**src/include/nrisc_consts.svh**
```systemverilog
// Widths of the 16-bit core only; opcode plus three register fields must fill one word
`ifndef NRISC_CONSTS_SVH
`define NRISC_CONSTS_SVH

// Instruction word
`define NRISC_WORD_W 16

// Register file index, 16 registers
`define NRISC_REG_IDX_W 4

// Major opcode in the top nibble
`define NRISC_OPCODE_W 4

// ALU function code, bit 3 selects rotate on shifts
`define NRISC_ALU_OP_W 4

// LI immediate, low byte of the word
`define NRISC_IMM_W 8

`endif

```
**src/design/nrisc_isa_pkg.sv**
```systemverilog
// ISA types only; HALT, WAIT, SLEEP, RETI and TWC have no encoding here and decode as no-ops
`include "nrisc_consts.svh"

package nrisc_isa_pkg;

  // Major opcodes, top nibble of the word
  typedef enum logic [`NRISC_OPCODE_W-1:0] {
    OP_CORE  = 4'h0,  // Sub-op in the rd field
    OP_LW    = 4'h1,
    OP_SW    = 4'h2,
    OP_LI    = 4'h3,
    OP_JMP   = 4'h4,
    OP_JZ    = 4'h5,
    OP_JC    = 4'h6,
    OP_JM    = 4'h7,
    OP_ADD   = 4'h8,  // ALU group starts here
    OP_SUB   = 4'h9,
    OP_AND   = 4'hA,
    OP_OR    = 4'hB,
    OP_XOR   = 4'hC,
    OP_SHR   = 4'hD,
    OP_SHL   = 4'hE,
    OP_UNARY = 4'hF   // Sub-op in the rs2 field
  } opcode_e;

  // Core group, codes other than these are reserved
  typedef enum logic [`NRISC_REG_IDX_W-1:0] {
    CORE_CALL = 4'h4,
    CORE_RET  = 4'h5
  } core_sub_e;

  // Unary group
  typedef enum logic [`NRISC_REG_IDX_W-1:0] {
    UN_NOT = 4'h0,
    UN_TWC = 4'h1,  // Never implemented in hardware
    UN_INC = 4'h2,
    UN_DEC = 4'h3
  } unary_sub_e;

  // ALU function codes
  typedef enum logic [`NRISC_ALU_OP_W-1:0] {
    ALU_ADD = 4'h0,
    ALU_SUB = 4'h1,
    ALU_AND = 4'h2,
    ALU_OR  = 4'h3,
    ALU_XOR = 4'h4,
    ALU_SHR = 4'h5,  // Bit 3 set gives RTR
    ALU_SHL = 4'h6,  // Bit 3 set gives RTL
    ALU_NOT = 4'h7
  } alu_op_e;

  // Three-register form
  typedef struct packed {
    opcode_e                     opcode;
    logic [`NRISC_REG_IDX_W-1:0] rd;
    logic [`NRISC_REG_IDX_W-1:0] rs1;
    logic [`NRISC_REG_IDX_W-1:0] rs2;
  } instr_reg_t;

  // LI form, immediate in the low byte
  typedef struct packed {
    opcode_e                     opcode;
    logic [`NRISC_REG_IDX_W-1:0] rd;
    logic [`NRISC_IMM_W-1:0]     imm;
  } instr_imm_t;

  // One word, two readings
  typedef union packed {
    instr_reg_t reg_form;
    instr_imm_t imm_form;
  } instr_u;

  // Flags from the ALU, carry on the MSB
  typedef struct packed {
    logic carry;
    logic zero;
    logic minus;
  } alu_flags_t;

endpackage

```
**src/design/nrisc_ctrl_pkg.sv**
```systemverilog
// Control bus types; all strobes are active high and are meant to last one clock
`include "nrisc_consts.svh"

package nrisc_ctrl_pkg;

  // ALU select
  typedef struct packed {
    nrisc_isa_pkg::alu_op_e op;
    logic                   inc_dec;  // Second operand forced to one
  } alu_ctrl_t;

  // Register file ports and write-data muxing
  typedef struct packed {
    logic [`NRISC_REG_IDX_W-1:0] rd;        // Write port
    logic [`NRISC_REG_IDX_W-1:0] rf1;       // ALU operand A
    logic [`NRISC_REG_IDX_W-1:0] rf2;       // ALU operand B
    logic                        write;     // Strobe
    logic                        imm_sel;   // Write data from the LI immediate
    logic                        data_sel;  // Write data from data memory
  } reg_ctrl_t;

  // Data memory strobes
  typedef struct packed {
    logic load;
    logic write;
    logic addr_strobe;  // Latch the ALU result as address
  } mem_ctrl_t;

  // Return stack
  typedef struct packed {
    logic push;
    logic pop;
  } stack_ctrl_t;

  // Next PC source
  typedef enum logic [1:0] {
    PC_INCR = 2'd0,  // PC + 1
    PC_JUMP = 2'd1,  // ALU result
    PC_POP  = 2'd2   // Stack top
  } pc_sel_e;

  typedef struct packed {
    pc_sel_e sel;
    logic    step;  // PC update, also ends the instruction
  } pc_ctrl_t;

  // Everything the sequencer registers in one cycle
  typedef struct packed {
    alu_ctrl_t   alu;
    reg_ctrl_t   regs;
    mem_ctrl_t   mem;
    stack_ctrl_t stack;
    pc_ctrl_t    pc;
  } ctrl_word_t;

  // Sequencer phase
  typedef enum logic [1:0] {
    EXEC   = 2'd0,
    MEM    = 2'd1,
    BRANCH = 2'd2
  } seq_state_e;

endpackage

```
**src/design/nrisc_core_ctrl.sv**
```systemverilog
// Holds instr until pc.step is seen; no interrupts, no stall input, no host interface
`timescale 1ns/100ps

module nrisc_core_ctrl (
  input  logic                        clk,
  input  logic                        reset,
  input  nrisc_isa_pkg::instr_u       instr,
  input  nrisc_isa_pkg::alu_flags_t   flags,
  output nrisc_ctrl_pkg::alu_ctrl_t   alu,
  output nrisc_ctrl_pkg::reg_ctrl_t   regs,
  output nrisc_ctrl_pkg::mem_ctrl_t   mem,
  output nrisc_ctrl_pkg::stack_ctrl_t stack,
  output nrisc_ctrl_pkg::pc_ctrl_t    pc
);
  import nrisc_ctrl_pkg::*;

  ctrl_word_t first_word;   // Decoded phase one
  ctrl_word_t second_word;  // Decoded phase two
  logic       two_phase;

  // Opcode and flag decode
  nrisc_decoder i_nrisc_decoder (
    .instr     (instr),
    .flags     (flags),
    .first     (first_word),
    .second    (second_word),
    .two_phase (two_phase)
  );

  // Phase sequencing and output registers
  nrisc_sequencer i_nrisc_sequencer (
    .clk       (clk),
    .reset     (reset),
    .first     (first_word),
    .second    (second_word),
    .two_phase (two_phase),
    .alu       (alu),
    .regs      (regs),
    .mem       (mem),
    .stack     (stack),
    .pc        (pc)
  );

endmodule

```
**src/design/nrisc_decoder.sv**
```systemverilog
// Purely combinational; flags must be valid in the same cycle as the jump word they qualify
`timescale 1ns/100ps

module nrisc_decoder (
  input  nrisc_isa_pkg::instr_u      instr,
  input  nrisc_isa_pkg::alu_flags_t  flags,
  output nrisc_ctrl_pkg::ctrl_word_t first,      // Phase one
  output nrisc_ctrl_pkg::ctrl_word_t second,     // Phase two, ignored unless two_phase
  output logic                       two_phase
);
  import nrisc_isa_pkg::*;
  import nrisc_ctrl_pkg::*;

  instr_reg_t r_form;     // Register reading
  instr_imm_t i_form;     // LI reading
  logic       taken;      // Jump condition met
  logic       rotate;     // RTR/RTL instead of SHR/SHL
  ctrl_word_t addr_word;  // rs1 + rs2 on the ALU, no strobes

  assign r_form = instr.reg_form;
  assign i_form = instr.imm_form;

  // Conditions from the flags
  always_comb begin
    case (r_form.opcode)
      OP_JMP:  taken = 1'b1;
      OP_JZ:   taken = flags.zero;
      OP_JC:   taken = flags.carry;
      OP_JM:   taken = flags.minus;
      default: taken = 1'b0;
    endcase
  end

  // Rotate select is bit 0 of the word, shifts only
  assign rotate = (r_form.opcode inside {OP_SHR, OP_SHL}) & r_form.rs2[0];

  // Address or jump target calculation
  always_comb begin
    addr_word          = '0;
    addr_word.alu.op   = ALU_ADD;
    addr_word.regs.rf1 = r_form.rs1;
    addr_word.regs.rf2 = r_form.rs2;
  end

  always_comb begin
    first     = '0;  // Default is a no-op that only steps
    second    = '0;
    two_phase = 1'b0;
    case (r_form.opcode)
      OP_CORE: begin
        case (core_sub_e'(r_form.rd))
          CORE_CALL: begin
            first            = addr_word;
            first.stack.push = 1'b1;  // Return address saved first
            second           = addr_word;  // Keep target on the ALU output
            second.pc.sel    = PC_JUMP;
            two_phase        = 1'b1;
          end
          CORE_RET: begin
            first.stack.pop = 1'b1;
            second.pc.sel   = PC_POP;  // PC loads the popped top
            two_phase       = 1'b1;
          end
          default: ;  // Reserved codes
        endcase
      end
      OP_LW: begin
        first                = addr_word;
        second               = addr_word;  // Address held while reading
        second.mem.load        = 1'b1;
        second.mem.addr_strobe = 1'b1;
        second.regs.rd       = r_form.rd;
        second.regs.data_sel = 1'b1;       // Memory data into rd
        second.regs.write    = 1'b1;
        two_phase            = 1'b1;
      end
      OP_SW: begin
        first                  = addr_word;
        second.alu.op          = ALU_AND;    // rd AND rd passes the store data
        second.regs.rf1        = r_form.rd;
        second.regs.rf2        = r_form.rd;
        second.mem.write       = 1'b1;
        second.mem.addr_strobe = 1'b1;
        two_phase              = 1'b1;
      end
      OP_LI: begin
        first.regs.rd      = i_form.rd;
        first.regs.imm_sel = 1'b1;
        first.regs.write   = 1'b1;
      end
      OP_JMP, OP_JZ, OP_JC, OP_JM: begin
        if (taken) begin
          first         = addr_word;
          second        = addr_word;
          second.pc.sel = PC_JUMP;
          two_phase     = 1'b1;
        end
      end
      OP_UNARY: begin
        first.regs.rd  = r_form.rd;
        first.regs.rf1 = r_form.rs1;
        case (unary_sub_e'(r_form.rs2))
          UN_NOT: begin
            first.alu.op     = ALU_NOT;
            first.regs.write = 1'b1;
          end
          UN_INC: begin
            first.alu.op      = ALU_ADD;
            first.alu.inc_dec = 1'b1;
            first.regs.write  = 1'b1;
          end
          UN_DEC: begin
            first.alu.op      = ALU_SUB;
            first.alu.inc_dec = 1'b1;
            first.regs.write  = 1'b1;
          end
          default: ;  // TWC and reserved, no write
        endcase
      end
      default: begin
        // ADD..SHL, low opcode bits line up with the ALU code
        first.alu.op     = alu_op_e'({rotate, r_form.opcode[2:0]});
        first.regs.rd    = r_form.rd;
        first.regs.rf1   = r_form.rs1;
        first.regs.rf2   = r_form.rs2;
        first.regs.write = 1'b1;
      end
    endcase
    second.pc.step = 1'b1;  // Phase two always closes the instruction
  end

endmodule

```
**src/design/nrisc_sequencer.sv**
```systemverilog
// Control outputs are registered one edge after decode; no wait states, memory must answer in one cycle
`timescale 1ns/100ps

module nrisc_sequencer (
  input  logic                        clk,
  input  logic                        reset,
  input  nrisc_ctrl_pkg::ctrl_word_t  first,
  input  nrisc_ctrl_pkg::ctrl_word_t  second,
  input  logic                        two_phase,
  output nrisc_ctrl_pkg::alu_ctrl_t   alu,
  output nrisc_ctrl_pkg::reg_ctrl_t   regs,
  output nrisc_ctrl_pkg::mem_ctrl_t   mem,
  output nrisc_ctrl_pkg::stack_ctrl_t stack,
  output nrisc_ctrl_pkg::pc_ctrl_t    pc
);
  import nrisc_ctrl_pkg::*;

  seq_state_e state;
  ctrl_word_t phase2_word;  // Captured at decode
  ctrl_word_t next_word;    // What the next edge registers
  ctrl_word_t ctrl_q;       // Output register

  // Phase one in EXEC, saved word otherwise
  always_comb begin
    if (state == EXEC) begin
      next_word         = first;
      next_word.pc.step = ~two_phase;  // Single phase steps right away
    end else begin
      next_word = phase2_word;
    end
  end

  // State and outputs
  always_ff @(posedge clk) begin
    if (reset) begin
      state  <= EXEC;
      ctrl_q <= '0;  // All strobes low
    end else begin
      ctrl_q <= next_word;
      case (state)
        EXEC: begin
          if (two_phase) begin
            // Memory ops carry addr_strobe in phase two
            state <= second.mem.addr_strobe ? MEM : BRANCH;
          end
        end
        MEM, BRANCH: state <= EXEC;  // Phase two takes one cycle
        default:     state <= EXEC;
      endcase
    end
  end

  // Phase two saved so instr may change once step is seen
  always_ff @(posedge clk) begin
    if ((state == EXEC) && two_phase) begin
      phase2_word <= second;
    end
  end

  assign alu   = ctrl_q.alu;
  assign regs  = ctrl_q.regs;
  assign mem   = ctrl_q.mem;
  assign stack = ctrl_q.stack;
  assign pc    = ctrl_q.pc;

endmodule

```
**config.mk**
```make
export PLATFORM = sky130hd
export DESIGN_NAME = nrisc_core_ctrl
export DESIGN_NICKNAME = d
export VERILOG_FILES = /design/src/design/nrisc_isa_pkg.sv /design/src/design/nrisc_ctrl_pkg.sv /design/src/design/nrisc_core_ctrl.sv /design/src/design/nrisc_decoder.sv /design/src/design/nrisc_sequencer.sv
export VERILOG_INCLUDE_DIRS = /design/src /design/src/include
export SDC_FILE = /design/constraint.sdc
export NUM_CORES = 1
export LEC_CHECK = 0
export BUFFER_PORTS_ARGS = -buffer_cell sky130_fd_sc_hd__buf_2
export CORE_MARGIN = 2
export CORE_UTILIZATION = 40
export CTS_CLUSTER_DIAMETER = 60
export CTS_CLUSTER_SIZE = 28
export DETAILED_ROUTE_END_ITERATION = 10
export GPL_ROUTABILITY_DRIVEN = 1
export SYNTH_ARGS = -nofsm -noshare
export SYNTH_HDL_FRONTEND = slang
export SYNTH_HIERARCHICAL = 1
export SYNTH_SLANG_ARGS = --single-unit
export TNS_END_PERCENT = 20
```
**constraint.sdc**
```tcl
create_clock -name clk -period 2.64 [get_ports clk]
set_input_delay 0.132 -clock clk [delete_from_list [all_inputs] [get_ports clk]]
set_output_delay 0.132 -clock clk [all_outputs]
set_load 0.03 [all_outputs]
```
==> results.yml <==
worst_setup_path:
  reg2reg_depth: 3
  timing.critical_path.slowest_cell_delay_ns: 0.69
  worstPathRequired_ns: 2.66
  cp_num_buf_inv: 2
  reg2reg_from: "i_nrisc_sequencer/state[0]"
  crit_fanout: 30
  timing.critical_path.arrival_ns: 1.87
  end_kind: "flip-flop"
  critical-path-top-delay-family: "compound AO/OA/AOI/OAI gates"
  worstPathCellList: "buf_2, mux2i_1, a2111o_1, nand2_1, nor3b_4, buf_12"
  critPathLaunchType: "input port"
  cpMaxStageDelayCell: "sky130_fd_sc_hd__a2111o_1"
  reg2reg_to: "i_nrisc_sequencer/stack[1]"
  r2r_slack_ns: 0.91
  setup.worst_path.class: "input port to flip-flop"
floorplanning:
  die_h_microns: 87.6
  core_sq_um: 6760
  rows: 30
  boundaryPins: 49
  initial_core_util: 0.413
  die_w_microns: 87.6
  design.die.area_sq_um: 7670
grt:
  grt_pass1_wl_mm: 9.36
  initial_antenna_violation_count: 0
  grt-ovfl-total: 0
  grt_start_max_net_pins: 41
  grt_util_all_layers: 0.163
  via_count_of_the_first_global_routing_pass: 1864
cts:
  cts_buffers: 9
  clock_path_buffers: 2
  cts_setup_buffers: 0
  htreeDepth: 3
  resized_cells_post_cts: 0
  cts_hold_buf: 0
  clock_sinks: 58
  clk_root_buffer_cell: "sky130_fd_sc_hd__clkbuf_8"
  cts_tree: "built"
  clkSlewWorstSetupHoldPaths_ns: 0.06
  worst_skew_pair.late_latency_ns: 0.33
sta:
  timing.final.max_slew_violations: 0
  maxClockFrequency_mhz: 543
  final.setup.tns_ns: 0
  setup-violations-final: 0
  finalHoldViolCount: 0
  worst_pin_slew_ns: 1.08
  fin_crit_share: 0.698
  minimum_clock_period_after_layout_ns: 1.84
  worst_clock_skew_ns: 0.00404
  slew_headroom: 0.278
  rsz0062_at_grt: "false"
drt:
  wl_mm: 5.83
  post_route_antenna_net_violation_count: 0
  route.detailed.vias_per_inst: 5.17
  met1_routed_length_mm: 2.86
  vias: 2042
  routed-wl-met2_mm: 2.57
  drc: 0
  detailedRoute.firstIterationViolations: 116
  per_cell_routed_wire_length_microns: 14.8
  drt_pass1_iterations: 5
  wl_met3_microns: 318
  maxUsedRoutingLayer: "met4"
synthesis:
  mappedNetlistArea_sq_um: 2790
  synthCells: 271
  synth_area_per_cell_sq_um: 10.3
  yosysWarningCount: 6
power_and_ir_drop:
  total_power_mw: 2.10
  ir_worst_vdd_v: 0.000279
  leak_pwr_nw: 1.29
  power_density_nw_per_um2: 660
placement:
  detailedPlacementHpwl_mm: 3.67
  place.port_buffers: 48
  globalplace.congestion: 0.812
min_path:
  hold_path.startpoint: "instr[10]"
  worstHoldPathCells: 2
  min_delay_worst_endpoint: "i_nrisc_sequencer/phase2_word[21]"
  min-delay-path-class: "input port to flip-flop"
final_layout:
  nFillCells: 666
  final_nets: 331
  area_growth_syn_to_layout_pct: 14.0
  layout_cell_share_with_drive_strength_beyond_1: 0.235
  num_antenna_cells: 0
run:
  maxCapViolations: 0
run_status:
  run_status: "completed"
## worst register-to-register path, stage by stage (launching register included)
cell and delay, ns:
sky130_fd_sc_hd__dfxtp_1 1.03, sky130_fd_sc_hd__buf_4 0.32, sky130_fd_sc_hd__o21ai_0 0.08, sky130_fd_sc_hd__a21oi_1 0.21
## metal layers
layer  vias to the layer above  track usage
met1                       927        0.228
met5                         -            0
met2                        65        0.229
met3                         6       0.0584
met4                         0       0.0657
li1                       1044            -
## layout by cell type (no fill, tap or decap), types with 2 or more instances in the layout
cell type	instances
sky130_fd_sc_hd__conb_1	14
sky130_fd_sc_hd__dfxtp_1	30
sky130_fd_sc_hd__buf_2	48
sky130_fd_sc_hd__nor3b_1	3
sky130_fd_sc_hd__xor2_1	2
sky130_fd_sc_hd__o21ai_0	29
sky130_fd_sc_hd__and3_1	2
sky130_fd_sc_hd__nor3_1	2
sky130_fd_sc_hd__clkbuf_8	10
sky130_fd_sc_hd__or3b_1	28
sky130_fd_sc_hd__nand2_1	20
sky130_fd_sc_hd__buf_4	6
sky130_fd_sc_hd__o221ai_1	8
sky130_fd_sc_hd__nand3_1	2
sky130_fd_sc_hd__nor4b_1	2
sky130_fd_sc_hd__and2_1	4
sky130_fd_sc_hd__clkbuf_1	3
sky130_fd_sc_hd__edfxtp_1	28
sky130_fd_sc_hd__nor2b_1	4
sky130_fd_sc_hd__a31oi_1	11
sky130_fd_sc_hd__nor4b_2	3
sky130_fd_sc_hd__a21oi_1	29
sky130_fd_sc_hd__inv_1	9
## stage by stage
step                worst slack [ns]  instances   util  hold WS, ns  area, sq um
floorplan                      0.337        283      -        0.330         2840
global placement               0.557        379  0.443        0.488         3000
detailed placement             0.477        379  0.443        0.490         3000
CTS                            0.829        395  0.471        0.142         3180
global route                   0.703        395  0.471        0.167         3180
finish                         0.797        395  0.471        0.158         3180
## registers in the layout, summed over array words and instances (netlist names)
| signal | count |
|---|---|
| i_nrisc_sequencer/phase2_word | 28 |
| i_nrisc_sequencer/regs | 15 |
| i_nrisc_sequencer/alu | 5 |
| i_nrisc_sequencer/mem | 3 |
| i_nrisc_sequencer/pc | 3 |
| i_nrisc_sequencer/stack | 2 |
| i_nrisc_sequencer/state | 2 |
## how the worst max path moves through the flow
stage                                              to  slack [ns]  startpoint  cells after the start
global route        i_nrisc_sequencer/phase2_word[27]        0.70   instr[12]                      6
global placement    i_nrisc_sequencer/phase2_word[27]        0.56   instr[12]                      6
CTS                 i_nrisc_sequencer/phase2_word[27]        0.83   instr[12]                      6
finish              i_nrisc_sequencer/phase2_word[26]        0.80   instr[12]                      6
detailed placement  i_nrisc_sequencer/phase2_word[26]        0.48   instr[12]                      6
floorplan            i_nrisc_sequencer/phase2_word[0]        0.34   instr[13]                      6
## where the power goes
| part | leakage (nW) | switching, mW | total [mW] | internal, mW |
|---|---|---|---|---|
| Clock | 0.0951 | 0.323 | 0.781 | 0.458 |
| Sequential | 0.506 | 0.0178 | 1.03 | 1.02 |
| Combinational | 0.692 | 0.187 | 0.288 | 0.101 |
## layout make-up
cell class	instances	area [sq um]	area share
sequential	58	1440	0.453
multi-input combinational	177	1110	0.350
timing repair buffer	55	305	0.0959
clock buffer	13	149	0.0468
tap	80	100	0.0314
clock inverter	3	38.8	0.0122
inverter	9	33.8	0.0106
No activity file was read; power rests on OpenSTA's default activity.
